## src/lsu_defines.svh

```systemverilog
// load/store unit parameters
`ifndef LSU_DEFINES_SVH
`define LSU_DEFINES_SVH

// number of SIMD lanes
`define LSU_NUM_LANES 2

// data and byte address width
`define LSU_XLEN 32

// bytes per memory word
`define LSU_WORD_BYTES 4

// word address width
`define LSU_MEM_ADDR_BITS 30

// warp id width
`define LSU_NW_BITS 2

// destination register index width
`define LSU_NR_BITS 5

// max loads in flight
`define LSU_QUEUE_SIZE 4

`endif

```

## src/lsu_pkg.sv

```systemverilog
// instruction-side types
`include "lsu_defines.svh"

package lsu_pkg;

    // size codes shared by both views of the op
    localparam logic [1:0] SIZE_BYTE = 2'd0;
    localparam logic [1:0] SIZE_HALF = 2'd1;
    localparam logic [1:0] SIZE_WORD = 2'd2;

    typedef logic [$clog2(`LSU_WORD_BYTES)-1:0] align_t;

    typedef struct packed {
        logic       is_unsigned;
        logic [1:0] size;
    } lsu_ld_op_t;

    typedef struct packed {
        logic       rsvd;
        logic [1:0] size;
    } lsu_st_op_t;

    // one op word, decoded per access direction
    typedef union packed {
        lsu_ld_op_t ld;
        lsu_st_op_t st;
    } lsu_op_u;

    typedef struct packed {
        logic [`LSU_NW_BITS-1:0]                    wid;
        logic [`LSU_XLEN-1:0]                       pc;
        logic [`LSU_NUM_LANES-1:0]                  tmask;
        logic [`LSU_NR_BITS-1:0]                    rd;
        logic                                       is_load;
        logic                                       is_fence;
        lsu_op_u                                    op;
        logic [`LSU_NUM_LANES-1:0][`LSU_XLEN-1:0]   rs1;
        logic [`LSU_NUM_LANES-1:0][`LSU_XLEN-1:0]   rs2;
        logic [`LSU_XLEN-1:0]                       imm;
    } lsu_dispatch_t;

    // kept per pending load until its response
    typedef struct packed {
        logic [`LSU_NW_BITS-1:0]        wid;
        logic [`LSU_XLEN-1:0]           pc;
        logic [`LSU_NUM_LANES-1:0]      tmask;
        logic [`LSU_NR_BITS-1:0]        rd;
        lsu_op_u                        op;
        align_t [`LSU_NUM_LANES-1:0]    align;
    } lsu_tag_t;

    typedef struct packed {
        logic [`LSU_NW_BITS-1:0]                    wid;
        logic [`LSU_XLEN-1:0]                       pc;
        logic [`LSU_NUM_LANES-1:0]                  tmask;
        logic [`LSU_NR_BITS-1:0]                    rd;
        logic                                       wb;
        logic [`LSU_NUM_LANES-1:0][`LSU_XLEN-1:0]   data;
    } lsu_commit_t;

endpackage

```

## src/mem_pkg.sv

```systemverilog
// memory-side types
`include "lsu_defines.svh"

package mem_pkg;

    typedef logic [`LSU_MEM_ADDR_BITS-1:0] word_addr_t;
    typedef logic [`LSU_WORD_BYTES-1:0]    byteen_t;
    typedef logic [`LSU_XLEN-1:0]          word_t;

    // rw = 1 for a write
    typedef struct packed {
        logic                                   rw;
        logic [`LSU_NUM_LANES-1:0]              mask;
        word_addr_t [`LSU_NUM_LANES-1:0]        addr;
        byteen_t [`LSU_NUM_LANES-1:0]           byteen;
        word_t [`LSU_NUM_LANES-1:0]             data;
    } mem_req_t;

    // one word per lane, in request order
    typedef struct packed {
        word_t [`LSU_NUM_LANES-1:0]             data;
    } mem_rsp_t;

endpackage

```

## src/lsu_pending_queue.sv

```systemverilog
// pending-load tag queue
`include "lsu_defines.svh"

module lsu_pending_queue (
    input  logic                clk,
    input  logic                reset,

    input  logic                q_push,
    input  lsu_pkg::lsu_tag_t   q_push_tag,
    input  logic                q_pop,

    output lsu_pkg::lsu_tag_t   q_head,
    output logic                q_empty,
    output logic                q_full
);

    localparam int PTR_W = (`LSU_QUEUE_SIZE > 1) ? $clog2(`LSU_QUEUE_SIZE) : 1;
    localparam int CNT_W = $clog2(`LSU_QUEUE_SIZE + 1);

    lsu_pkg::lsu_tag_t  entries [`LSU_QUEUE_SIZE];
    logic [PTR_W-1:0]   wr_ptr;
    logic [PTR_W-1:0]   rd_ptr;
    logic [CNT_W-1:0]   count;

    function automatic logic [PTR_W-1:0] next_ptr(input logic [PTR_W-1:0] ptr);
        if (ptr == PTR_W'(`LSU_QUEUE_SIZE - 1)) begin
            return '0;
        end
        return ptr + 1'b1;
    endfunction

    always_ff @(posedge clk) begin
        if (q_push) begin
            entries[wr_ptr] <= q_push_tag;
        end
    end

    always_ff @(posedge clk) begin
        if (reset) begin
            wr_ptr <= '0;
            rd_ptr <= '0;
            count  <= '0;
        end else begin
            if (q_push) begin
                wr_ptr <= next_ptr(wr_ptr);
            end
            if (q_pop) begin
                rd_ptr <= next_ptr(rd_ptr);
            end
            // simultaneous push and pop leave the count alone
            if (q_push && !q_pop) begin
                count <= count + 1'b1;
            end else if (q_pop && !q_push) begin
                count <= count - 1'b1;
            end
        end
    end

    assign q_head  = entries[rd_ptr];
    assign q_empty = (count == '0);
    assign q_full  = (count == CNT_W'(`LSU_QUEUE_SIZE));

endmodule

```

## src/lsu_req_format.sv

```systemverilog
// load/store request formatter
`include "lsu_defines.svh"

module lsu_req_format (
    input  logic                    dispatch_valid,
    input  lsu_pkg::lsu_dispatch_t  dispatch,
    output logic                    dispatch_ready,

    output logic                    mem_req_valid,
    output mem_pkg::mem_req_t       mem_req,
    input  logic                    mem_req_ready,

    output logic                    q_push,
    output lsu_pkg::lsu_tag_t       q_push_tag,
    input  logic                    q_empty,
    input  logic                    q_full,

    output logic                    st_valid,
    output lsu_pkg::lsu_commit_t    st_commit,
    input  logic                    st_ready
);

    localparam int ALIGN_BITS = $bits(lsu_pkg::align_t);

    logic [`LSU_NUM_LANES-1:0][`LSU_XLEN-1:0] full_addr;
    lsu_pkg::align_t [`LSU_NUM_LANES-1:0]     align;
    logic                                     is_load;
    logic                                     is_fence;
    logic                                     dispatch_fire;

    assign is_load  = dispatch.is_load;
    assign is_fence = dispatch.is_fence;

    // base plus immediate, split into word and byte offset
    always_comb begin
        for (int i = 0; i < `LSU_NUM_LANES; i++) begin
            full_addr[i] = dispatch.rs1[i] + dispatch.imm;
            align[i]     = full_addr[i][ALIGN_BITS-1:0];
        end
    end

    // fence waits for the pending-load queue to drain
    always_comb begin
        if (is_fence) begin
            dispatch_ready = q_empty & st_ready;
        end else if (is_load) begin
            dispatch_ready = mem_req_ready & ~q_full;
        end else begin
            dispatch_ready = mem_req_ready & st_ready;
        end
    end

    // gated so that a memory transfer always matches a dispatch transfer
    assign mem_req_valid = dispatch_valid & ~is_fence & (is_load ? ~q_full : st_ready);
    assign dispatch_fire = dispatch_valid & dispatch_ready;

    always_comb begin
        mem_req.rw   = ~is_load;
        mem_req.mask = dispatch.tmask;
        for (int i = 0; i < `LSU_NUM_LANES; i++) begin
            mem_req.addr[i] = full_addr[i][`LSU_XLEN-1 -: `LSU_MEM_ADDR_BITS];

            mem_req.byteen[i] = '0;
            case (dispatch.op.st.size)
                lsu_pkg::SIZE_BYTE: begin
                    mem_req.byteen[i][align[i]] = 1'b1;
                end
                lsu_pkg::SIZE_HALF: begin
                    mem_req.byteen[i][{align[i][ALIGN_BITS-1:1], 1'b0}] = 1'b1;
                    mem_req.byteen[i][{align[i][ALIGN_BITS-1:1], 1'b1}] = 1'b1;
                end
                default: begin
                    mem_req.byteen[i] = '1;
                end
            endcase

            // move store data into its byte lane
            mem_req.data[i] = dispatch.rs2[i] << {align[i], 3'b000};
        end
    end

    assign q_push = dispatch_fire & is_load;

    always_comb begin
        q_push_tag.wid   = dispatch.wid;
        q_push_tag.pc    = dispatch.pc;
        q_push_tag.tmask = dispatch.tmask;
        q_push_tag.rd    = dispatch.rd;
        q_push_tag.op    = dispatch.op;
        q_push_tag.align = align;
    end

    // stores and fences commit straight away
    assign st_valid = dispatch_fire & ~is_load;

    always_comb begin
        st_commit.wid   = dispatch.wid;
        st_commit.pc    = dispatch.pc;
        st_commit.tmask = dispatch.tmask;
        st_commit.rd    = dispatch.rd;
        st_commit.wb    = 1'b0;
        st_commit.data  = '0;
    end

endmodule

```

## src/lsu_rsp_format.sv

```systemverilog
// load response formatter and commit stage
`include "lsu_defines.svh"

module lsu_rsp_format (
    input  logic                    clk,
    input  logic                    reset,

    input  logic                    mem_rsp_valid,
    input  mem_pkg::mem_rsp_t       mem_rsp,
    output logic                    mem_rsp_ready,

    input  lsu_pkg::lsu_tag_t       q_head,
    output logic                    q_pop,

    input  logic                    st_valid,
    input  lsu_pkg::lsu_commit_t    st_commit,
    output logic                    st_ready,

    output logic                    commit_valid,
    output lsu_pkg::lsu_commit_t    commit,
    input  logic                    commit_ready
);

    logic                   slot_free;
    logic                   rsp_fire;
    logic                   st_fire;
    lsu_pkg::lsu_commit_t   ld_commit;

    // narrow each lane's word by its byte offset, then extend
    always_comb begin
        logic [15:0] half_v;
        logic [7:0]  byte_v;
        logic        sign_v;

        ld_commit.wid   = q_head.wid;
        ld_commit.pc    = q_head.pc;
        ld_commit.tmask = q_head.tmask;
        ld_commit.rd    = q_head.rd;
        ld_commit.wb    = 1'b1;

        for (int i = 0; i < `LSU_NUM_LANES; i++) begin
            half_v = q_head.align[i][1] ? mem_rsp.data[i][31:16] : mem_rsp.data[i][15:0];
            byte_v = q_head.align[i][0] ? half_v[15:8] : half_v[7:0];
            case (q_head.op.ld.size)
                lsu_pkg::SIZE_BYTE: begin
                    sign_v = byte_v[7] & ~q_head.op.ld.is_unsigned;
                    ld_commit.data[i] = {{(`LSU_XLEN-8){sign_v}}, byte_v};
                end
                lsu_pkg::SIZE_HALF: begin
                    sign_v = half_v[15] & ~q_head.op.ld.is_unsigned;
                    ld_commit.data[i] = {{(`LSU_XLEN-16){sign_v}}, half_v};
                end
                default: begin
                    sign_v = 1'b0;
                    ld_commit.data[i] = mem_rsp.data[i];
                end
            endcase
        end
    end

    // single-entry commit register, loads win over stores
    assign slot_free     = ~commit_valid | commit_ready;
    assign mem_rsp_ready = slot_free;
    assign st_ready      = slot_free & ~mem_rsp_valid;

    assign rsp_fire = mem_rsp_valid & mem_rsp_ready;
    assign st_fire  = st_valid & st_ready;
    assign q_pop    = rsp_fire;

    always_ff @(posedge clk) begin
        if (reset) begin
            commit_valid <= 1'b0;
        end else if (rsp_fire || st_fire) begin
            commit_valid <= 1'b1;
        end else if (commit_ready) begin
            commit_valid <= 1'b0;
        end
    end

    always_ff @(posedge clk) begin
        if (rsp_fire) begin
            commit <= ld_commit;
        end else if (st_fire) begin
            commit <= st_commit;
        end
    end

endmodule

```

## src/lsu_unit.sv

```systemverilog
// load/store unit top level
module lsu_unit (
    input  logic                    clk,
    input  logic                    reset,

    // dispatch
    input  logic                    dispatch_valid,
    input  lsu_pkg::lsu_dispatch_t  dispatch,
    output logic                    dispatch_ready,

    // memory request
    output logic                    mem_req_valid,
    output mem_pkg::mem_req_t       mem_req,
    input  logic                    mem_req_ready,

    // memory response
    input  logic                    mem_rsp_valid,
    input  mem_pkg::mem_rsp_t       mem_rsp,
    output logic                    mem_rsp_ready,

    // commit
    output logic                    commit_valid,
    output lsu_pkg::lsu_commit_t    commit,
    input  logic                    commit_ready
);

    logic                   q_push;
    lsu_pkg::lsu_tag_t      q_push_tag;
    logic                   q_pop;
    lsu_pkg::lsu_tag_t      q_head;
    logic                   q_empty;
    logic                   q_full;
    logic                   st_valid;
    lsu_pkg::lsu_commit_t   st_commit;
    logic                   st_ready;

    lsu_req_format req_format_inst (
        .dispatch_valid (dispatch_valid),
        .dispatch       (dispatch),
        .dispatch_ready (dispatch_ready),
        .mem_req_valid  (mem_req_valid),
        .mem_req        (mem_req),
        .mem_req_ready  (mem_req_ready),
        .q_push         (q_push),
        .q_push_tag     (q_push_tag),
        .q_empty        (q_empty),
        .q_full         (q_full),
        .st_valid       (st_valid),
        .st_commit      (st_commit),
        .st_ready       (st_ready)
    );

    lsu_pending_queue pending_queue_inst (
        .clk        (clk),
        .reset      (reset),
        .q_push     (q_push),
        .q_push_tag (q_push_tag),
        .q_pop      (q_pop),
        .q_head     (q_head),
        .q_empty    (q_empty),
        .q_full     (q_full)
    );

    lsu_rsp_format rsp_format_inst (
        .clk            (clk),
        .reset          (reset),
        .mem_rsp_valid  (mem_rsp_valid),
        .mem_rsp        (mem_rsp),
        .mem_rsp_ready  (mem_rsp_ready),
        .q_head         (q_head),
        .q_pop          (q_pop),
        .st_valid       (st_valid),
        .st_commit      (st_commit),
        .st_ready       (st_ready),
        .commit_valid   (commit_valid),
        .commit         (commit),
        .commit_ready   (commit_ready)
    );

endmodule

```

## config.mk

```make
export PLATFORM = sky130hd
export DESIGN_NAME = lsu_unit
export DESIGN_NICKNAME = d
export VERILOG_FILES = /design/src/lsu_pkg.sv /design/src/mem_pkg.sv /design/src/lsu_pending_queue.sv /design/src/lsu_req_format.sv /design/src/lsu_rsp_format.sv /design/src/lsu_unit.sv
export VERILOG_INCLUDE_DIRS = /design/src
export SDC_FILE = /design/constraint.sdc
export NUM_CORES = 1
export LEC_CHECK = 0
export ABC_AREA = 0
export BUFFER_PORTS_ARGS = -buffer_cell sky130_fd_sc_hd__buf_4
export CORE_AREA = 2 2 201 203
export DETAILED_ROUTE_END_ITERATION = 10
export DIE_AREA = 0 0 203 205
export PLACE_DENSITY = 0.7
export SYNTH_ARGS = -nofsm -noshare
export SYNTH_HDL_FRONTEND = slang
export SYNTH_HIERARCHICAL = 1
export SYNTH_SLANG_ARGS = --single-unit
```

## constraint.sdc

```tcl
create_clock -name clk -period 6.59 [get_ports clk]
set_input_delay 1.318 -clock clk [delete_from_list [all_inputs] [get_ports clk]]
set_output_delay 1.318 -clock clk [all_outputs]
set_load 0.02 [all_outputs]
```

==> results of run 1 <==
## area by class of cell
cell class / instances / area [um^2]
clock buffer: 37 / 777
inverter: 36 / 135
multi-input combinational: 1041 / 7910
sequential: 308 / 9140
antenna: 1 / 2.50
fill: 3308 / 16600
timing repair buffer: 536 / 4020
tap: 525 / 657
clock inverter: 18 / 139
## path summary, 6_finish.rpt
kind              depth (start not counted)                                      from                                       end  slack, ns
hold reg to reg                           2  pending_queue_inst/count[2]$_SDFFE_PP0P_  pending_queue_inst/count[2]$_SDFFE_PP0P_       0.50
setup / recovery                         12                               dispatch[0]                               mem_req[98]       1.10
hold / removal                            2  pending_queue_inst/count[2]$_SDFFE_PP0P_  pending_queue_inst/count[2]$_SDFFE_PP0P_       0.50
setup reg to reg                          5                                  register      rsp_format_inst/commit[20]$_DFFE_PP_       2.65
## stage by stage
stage	instance area [um^2]	std cells	total power, W	util, %	setup slack (ns)
final	22800	2502	0.00553	57.9	1.10
after global routing	22800	2502	0.00576	57.9	0.912
after CTS	22800	2501	0.00557	57.9	1.16
after detailed placement	21900	2446	0.00397	55.6	1.18
after global placement	21900	2446	0.00396	55.6	1.19
after floorplan	18600	1610	0.00333	-	0.232
## cells in the mapped netlist, types with 41 or more instances
cell	number	area share, %
a21oi_1	116	3.2
a22o_1	41	2.0
buf_4	158	6.4
clkbuf_1	46	0.94
edfxtp_1	297	48
ha_1	68	4.6
mux2i_1	55	3.0
mux4_2	49	6.0
nand2_1	92	1.9
nor2_1	74	1.5
nor2b_1	50	1.7
o21ai_0	60	1.6
## report_power, final
| part | total (W) | switching [W] | internal (W) | leakage (nW) |
|---|---|---|---|---|
| registers | 0.00230 | 0.0000445 | 0.00225 | 2.88 |
| clock network | 0.00160 | 0.000715 | 0.000880 | 0.449 |
| logic | 0.00164 | 0.000954 | 0.000688 | 5.85 |
## worst register-to-register path, cell delays in order (launching register included)
cell      delay [ns]
dfxtp_4         1.02
mux4_2          0.96
nor2_1          0.39
o211ai_1        0.21
a211oi_2        1.00
a221o_1         0.23
## registers in the layout (all words and copies together) (netlist names), named ones only
signal and count:
pending_queue_inst/rd_ptr 2, rsp_format_inst/commit 106, pending_queue_inst/wr_ptr 2, rsp_format_inst/commit_valid 1
pending_queue_inst/count 3, pending_queue_inst/entries 192
## logic make-up (layout without fill, tap and decap cells)
logic type / Yosys count / in the layout / synth area share (%)
AOI/OAI and AO/OA: 424 / 424 / 16.5
and+or+nand+nor: 324 / 324 / 8.61
DFF: 308 / 308 / 49.7
buffers and inverters: 261 / 627 / 8.72
muxes: 106 / 106 / 9.11
adders and majority gates: 71 / 71 / 4.95
xor gates and xnor gates: 51 / 51 / 2.43
other: 1 / 66 / 0.0204
## layer usage
layer  up-vias  GRT usage, %
met5         -             0
met4         0          9.18
met3        98          4.60
met2       599          46.6
met1      6930          32.3
li1       6562             -
==> metrics.cfg, run 1 <==
[timing]
slew_headroom_pct=19.8
max_clock_freq_mhz=182
fin_crit_sh_pct=83.2
rsz0062_at_grt=no
tns_ns=0
slew_violations=0
worstMarginPinSlew_ns=1.20
hold_viol=0
min_period_ns=5.49
timing.hold.ws_ns=0.505
setup_violations=0
clock_skew_ns=0.0414

[drt]
drt-total-wl_mm=56.8
wl_met2_mm=29.0
wl_per_cell_um=22.7
drt_first_pass_iters=5
wl_met3_mm=4.01
drt-initial-drc-count=899
dr.max_layer_used=met4
wl_met1_mm=21.9
viasPerCell=5.67
detail-route-antenna-nets=0
num_vias=14200
post-route-drc-count=0

[worst_setup_path]
required_ns=5.27
cp_max_fo=4
path_cells=buf_4, ha_1, inv_1, fa_1, nor2b_1, o211ai_1, a211oi_1, o2111a_1, nor3_1, o21ai_0, a311oi_1, buf_4
cp_slowest_cell=a311oi_1
cp.arrival_ns=4.17
start_kind=input port
path_delay_family=compound AO/OA/AOI/OAI gates
path_common_cell=buf_4
crit_buf_inv=3
path_class=in2out
critPathMaxStageDelay_ns=0.54
cp-end-kind=primary output

[final_layout]
layout-drive-gt1-share_pct=33.1
final_common_cell=buf_4
fin_nets=2300
syn2layout_area_growth_pct=23.9
final_cell_mix=buf_4 (536), edfxtp_1 (297), a21oi_1 (116), nand2_1 (92), nor2_1 (74)

[clock_tree]
cts_root_buffer=clkbuf_16
cts_tree=done
cts_setup_buffers=0
cts_sinks=308
h-tree-depth=1
clk_latency_ns=0.58
cts_resized=0
cts-hold-fix-buffers=0
cts_buffer_depth=3
clk_pin_slew_worst_paths_ns=0.06
cts_made_buffers=30

[yosys]
syn_inst=1546
avgSynthCellArea_um2=11.9
synth_warnings=6
seq_area_frac_synth_pct=49.7
yosysUniqueCellTypes=78
syn_area_um2=18400
synth-edff-count=297
synthArstFlopShare_pct=0
yosys_register_bits=308
synthFlopType=edfxtp_1

[run_status]
status=finished clean

[die]
dieArea_um2=41600
num_rows=73
initial_core_util_pct=46.7
coreArea_um2=39400
die_width_um=203
ios=521
die_h_um=205

[global_route]
grt-ovfl-total=0
grt_pass1_vias=14100
grt_max_degree=64
grt_pass1_wl_mm=83.6
track_usage_pct=26.3
antenna_found_initial=1

[place]
gp_routability_congestion=0.951
hpwl_mm=43.2
port_buffers=520

[job]
maxCapViolCount=0

[power]
ir_drop_v=0.000205
powerDensity_nw_per_um2=243
p_leak_nw=9.17

[min_path]
hp-class=reg2reg

No activity file was read; power rests on OpenSTA's default activity.
==> run 2, diff against run 1 <==
clock period = 5.75 ns   (was 6.59 ns; I/O delays follow)
==> metrics.cfg, run 2 (synthesis gave the netlist of run 1 again) <==
[die]
die_width_um=203  ; unchanged
dieArea_um2=41600  ; unchanged
ios=521  ; unchanged
coreArea_um2=39400  ; unchanged
initial_core_util_pct=46.7  ; unchanged
num_rows=73  ; unchanged
die_h_um=205  ; unchanged

[global_route]
track_usage_pct=26.0  ; -0.29 points
antenna_found_initial=7  ; +6
grt_pass1_vias=13800  ; -2.0%
grt_pass1_wl_mm=81.9  ; -2.1%
busiest_layer=met2
grt_max_degree=70  ; +9.4%
grt-ovfl-total=0  ; unchanged
met1_usage_pct=31.2  ; -1.2 points
grtUsageMet3_pct=6.46  ; +1.9 points
grt_use_met2_pct=43.7  ; -3.0 points

[clock_tree]
clk_latency_ns=0.57  ; about the same
cts_tree=done
cts_resized=0  ; unchanged
cts_setup_buffers=0  ; unchanged
cts_made_buffers=29  ; -3.3%
cts-hold-fix-buffers=0  ; unchanged
clk_pin_slew_worst_paths_ns=0.07  ; about the same
cts_sinks=308  ; unchanged
cts_root_buffer=clkbuf_16
h-tree-depth=1  ; unchanged
cts_buffer_depth=3  ; unchanged

[timing]
slew_violations=0  ; unchanged
setup_violations=0  ; unchanged
tns_ns=0  ; unchanged
rsz0062_at_grt=no
hold_viol=0  ; unchanged
clock_skew_ns=0.0164  ; -0.0249 ns
fin_crit_sh_pct=86.8
worstMarginPinSlew_ns=1.23  ; +0.0236 ns
min_period_ns=4.99
max_clock_freq_mhz=200
slew_headroom_pct=18.2  ; -1.6 points

[place]
port_buffers=520  ; unchanged
gp_routability_congestion=0.946  ; -0.47%
hpwl_mm=43.2  ; about the same

[run_status]
status=finished clean

[final_layout]
fin_nets=2303  ; +0.13%
syn2layout_area_growth_pct=24.6
final_common_cell=buf_4
max_flop_register=pending_queue_inst/entries
top_regs=pending_queue_inst/entries (192), rsp_format_inst/commit (106), pending_queue_inst/count (3)
layout-drive-gt1-share_pct=33.5  ; +0.37 points
largest_reg_flops=192  ; unchanged
final_cell_mix=buf_4 (539), edfxtp_1 (297), a21oi_1 (116), nand2_1 (92), nor2_1 (74)

[drt]
post-route-drc-count=0  ; unchanged
wl_per_cell_um=22.6  ; -0.50%
drt-total-wl_mm=56.6  ; -0.30%
num_vias=14100  ; -0.81%
viasPerCell=5.61  ; -1.0%
drt-initial-drc-count=872  ; -3.0%
drt_first_pass_iters=6  ; +1
detail-route-antenna-nets=0  ; unchanged

[worst_setup_path]
required_ns=4.60  ; -0.67 ns
cp_max_fo=4  ; unchanged
cp.arrival_ns=3.84  ; -0.33 ns
start_kind=input port
path_class=in2out
cp-end-kind=primary output

[min_path]
hp-class=reg2reg

[power]
ir_drop_v=0.000222  ; +7.9%
p_leak_nw=9.24  ; +0.71%
powerDensity_nw_per_um2=283  ; +17%
power_w=0.00650  ; +17%

[job]
maxCapViolCount=0  ; unchanged

[run 2: cell count changes in the layout (fill, tap and decap cells not counted), sizes merged]
cell      previous run  this run
clkbuf              37        29
buf                536       540
bufinv               1         5
diode                1         4
inv                 35        37
clkinv              17        16
clkinvlp             1         2
[run 2: critical path, stage by stage]
cell      delay, ns
buf_4          0.12
ha_1           0.22
inv_1          0.07
fa_1           0.20
nor2b_1        0.07
o211ai_1       0.30
a211oi_1       0.19
o2111a_1       0.30
nor3_1         0.37
o21ai_0        0.22
a311oi_1       0.40
buf_4          0.21
[run 2: worst paths after layout]
kind         cells past startpoint                                 endpoint                                    start  slack [ns]
min                              2  rsp_format_inst/commit[64]$_SDFFE_PP1P_  rsp_format_inst/commit[64]$_SDFFE_PP1P_        0.49
min reg2reg                      2  rsp_format_inst/commit[64]$_SDFFE_PP1P_  rsp_format_inst/commit[64]$_SDFFE_PP1P_        0.49
max reg2reg                      6     rsp_format_inst/commit[24]$_DFFE_PP_                                 register        1.89
max                             12                              mem_req[98]                              dispatch[0]        0.76
[run 2: final cells by class]
cell class	instances	area [um^2]
Timing Repair Buffer	540	4070
Clock inverter	24	267
Sequential cell	308	9140
Multi-Input combinational cell	1041	7910
Tap cell	525	657
Inverter	36	135
Clock buffer	29	726
Antenna cell	4	10.0
Fill cell	3287	16400
[run 2: routing by layer]
| layer | vias to the layer above | part of all wire, % |
|---|---|---|
| met5 | - | 0.067 |
| met4 | 6 | 5.2 |
| met3 | 135 | 7.8 |
| met2 | 590 | 49 |
| met1 | 6778 | 38 |
| li1 | 6565 | - |
[run 2: through the flow]
step | hold slack (ns) | worst slack, ns | area [um^2] | util (%) | instances
6_report | 0.491 | 0.762 | 22900 | 58.2 | 2507
5_1_grt | 0.535 | 0.548 | 22900 | 58.2 | 2507
4_1_cts | 0.489 | 0.759 | 22900 | 58.2 | 2503
3_5_place_dp | 0.472 | 0.767 | 21900 | 55.7 | 2450
3_3_place_gp | 0.460 | 0.756 | 21900 | 55.7 | 2450
2_1_floorplan | 0.460 | 0.765 | 18600 | - | 1610
[run 2: power by group]
part	internal (W)	total [W]	switching [W]
Combinational	0.000790	0.00189	0.00110
Sequential	0.00258	0.00263	0.0000461
Clock	0.00115	0.00198	0.000828
==> run 3, diff against run 2 <==
--- a/config.mk
+++ b/config.mk
@@ -11,2 +11,3 @@
 export CORE_AREA = 2 2 201 203
+export CTS_CLUSTER_SIZE = 25
 export DETAILED_ROUTE_END_ITERATION = 10
--- a/constraint.sdc
+++ b/constraint.sdc
@@ -3,2 +3,2 @@
 set_output_delay 1.15 -clock clk [all_outputs]
-set_load 0.02 [all_outputs]
+set_load 0.005 [all_outputs]
==> metrics.cfg, run 3 (synthesis gave the netlist of run 1 again) <==
[drt]
wl_per_cell_um=23.0  ; +1.8%
drt-initial-drc-count=992  ; +14%
drt_first_pass_iters=5  ; -1
num_vias=14100  ; -0.11%
post-route-drc-count=0  ; unchanged
detail-route-antenna-nets=0  ; unchanged
drt-total-wl_mm=57.4  ; +1.4%
viasPerCell=5.63  ; +0.29%

[final_layout]
largest_reg_flops=192  ; unchanged
syn2layout_area_growth_pct=23.9
fin_nets=2298  ; -0.22%
final_common_cell=buf_4
final_cell_mix=buf_4 (535), edfxtp_1 (297), a21oi_1 (116), nand2_1 (92), nor2_1 (74)
max_flop_register=pending_queue_inst/entries
fillers=3317  ; +0.91%
postLayoutCoreUtil_pct=57.9  ; -0.33 points
stdcell_count=2497  ; -0.40%
layout-drive-gt1-share_pct=33.2  ; -0.34 points
fin_area_um2=22800  ; -0.56%
top_regs=pending_queue_inst/entries (192), rsp_format_inst/commit (106), pending_queue_inst/count (3)

[clock_tree]
cts-hold-fix-buffers=0  ; unchanged
cts_made_buffers=28  ; -3.4%
clk_pin_slew_worst_paths_ns=0.06  ; about the same
cts_sinks=308  ; unchanged
cts_resized=0  ; unchanged
h-tree-depth=1  ; unchanged
cts_buffer_depth=3  ; unchanged
clk_latency_ns=0.58  ; about the same
cts_root_buffer=clkbuf_16
cts_tree=done
cts_setup_buffers=0  ; unchanged

[place]
pre_cts_ws_ns=0.728  ; -0.0388 ns
place_inst=2446  ; -0.16%
port_buffers=520  ; unchanged
dpl_cell_area_um2=21900  ; -0.14%
gp_routability_congestion=0.929  ; -1.8%
hpwl_mm=43.7  ; +1.2%

[global_route]
track_usage_pct=26.5  ; +0.52 points
grt_max_degree=73  ; +4.3%
antenna_found_initial=3  ; -4
grt-ovfl-total=0  ; unchanged
grt_pass1_vias=14000  ; +1.5%
grt_pass1_wl_mm=83.9  ; +2.5%

[power]
combPwrFrac_pct=26.5  ; -2.6 points
sequentialPowerShare_pct=43.3  ; +2.9 points
clockPowerShare_pct=30.2  ; -0.3 points
internal_power_w=0.00437  ; -3.3%
ir_drop_v=0.000229  ; +3.4%
p_leak_nw=9.17  ; -0.79%
power_switching_w=0.00170  ; -14%
swShare_pct=28.0  ; -2.4 points
powerDensity_nw_per_um2=266  ; -6.1%

[worst_setup_path]
path_common_cell=buf_4
start_kind=input port
cp.arrival_ns=3.92  ; +0.08 ns
rrSetupSlack_ns=1.90  ; about the same
r2r_end=rsp_format_inst/commit[25]$_DFFE_PP_
critPathMaxStageDelay_ns=0.44  ; +0.04 ns
cp-end-kind=primary output
cp_max_fo=4  ; unchanged
path_cells=buf_4, ha_1, inv_1, fa_1, nor2b_1, o211ai_1, a211oi_1, o2111a_1, nor3_1, o21ai_0, a311oi_1, buf_4
crit_start=dispatch[0]
cp_slowest_cell=a311oi_1
required_ns=4.60  ; about the same
reg2reg_depth=6  ; unchanged
path_class=in2out

[timing]
tns_ns=0  ; unchanged
fin_crit_sh_pct=88.1  ; +1.3 points
hold_viol=0  ; unchanged
setup_violations=0  ; unchanged
slew_headroom_pct=20.7  ; +2.6 points
min_period_ns=5.07  ; +0.0772 ns
setup_ws_ns=0.684  ; -0.0772 ns
worstMarginPinSlew_ns=1.19  ; -0.0384 ns
slew_violations=0  ; unchanged
max_clock_freq_mhz=197  ; -1.5%
rsz0062_at_grt=no
clock_skew_ns=0.0227  ; +0.00626 ns

[min_path]
hold_start=rsp_format_inst/commit[64]$_SDFFE_PP1P_
whs_path_depth=2  ; unchanged
hp-class=reg2reg
min_to=rsp_format_inst/commit[64]$_SDFFE_PP1P_

[job]
maxCapViolCount=0  ; unchanged

[die]
ios=521  ; unchanged
num_rows=73  ; unchanged
die_width_um=203  ; unchanged
initial_core_util_pct=46.7  ; unchanged
coreArea_um2=39400  ; unchanged
die_h_um=205  ; unchanged
dieArea_um2=41600  ; unchanged

[run_status]
status=finished clean

[run 3: worst max-delay path, delay by kind of cell]
kind                     cells  cell delay, ns
AO/OA/AOI/OAI                5            1.49
AND/OR/NAND/NOR              2            0.45
adder cells (fa/ha/maj)      2            0.44
buffers and inverters        3            0.39
[run 3: metal layers]
layer	share of wire (%)	global-route usage (%)	vias up	routed length [um]
met5	0.054	0	-	31
met4	3.0	8.26	6	1700
met3	7.7	5.62	101	4420
met2	50	46.6	582	28800
met1	39	32.8	6831	22400
li1	-	-	6539	-
[run 3: area by class of cell]
| class | count | area [um^2] | area share, % |
|---|---|---|---|
| sequential | 308 | 9140 | 40.1 |
| multi-input combinational | 1041 | 7910 | 34.7 |
| timing repair buffer | 536 | 4040 | 17.7 |
| clock buffer | 35 | 747 | 3.28 |
| tap | 525 | 657 | 2.88 |
| clock inverter | 15 | 154 | 0.675 |
| inverter | 36 | 135 | 0.593 |
| antenna | 1 | 2.50 | 0.0110 |
[run 3: worst max-delay path by stage]
| stage | end | slack, ns | cells past startpoint |
|---|---|---|---|
| final | mem_req[98] | 0.68 | 12 |
| after global routing | mem_req[98] | 0.48 | 12 |
| after CTS | mem_req[99] | 0.71 | 10 |
| after detailed placement | mem_req[98] | 0.73 | 12 |
| after global placement | mem_req[98] | 0.77 | 12 |
| after floorplan | rsp_format_inst/commit[0]$_DFFE_PP_ | 1.13 | 11 |
[run 3: stage by stage]
| step | hold slack (ns) | total power, W |
|---|---|---|
| finish | 0.499 | 0.00607 |
| global route | 0.534 | 0.00632 |
| CTS | 0.503 | 0.00611 |
| detailed placement | 0.486 | 0.00427 |
| global placement | 0.461 | 0.00426 |
| floorplan | 0.460 | 0.00353 |
[run 3: power by group through the flow]
stage | Clock [W] | Sequential [W] | Combinational, W
after floorplan | 0 | 0.00267 | 0.000865
after global placement | 0 | 0.00267 | 0.00159
after detailed placement | 0 | 0.00268 | 0.00160
after CTS | 0.00188 | 0.00263 | 0.00161
after global routing | 0.00195 | 0.00264 | 0.00173
final | 0.00184 | 0.00263 | 0.00161
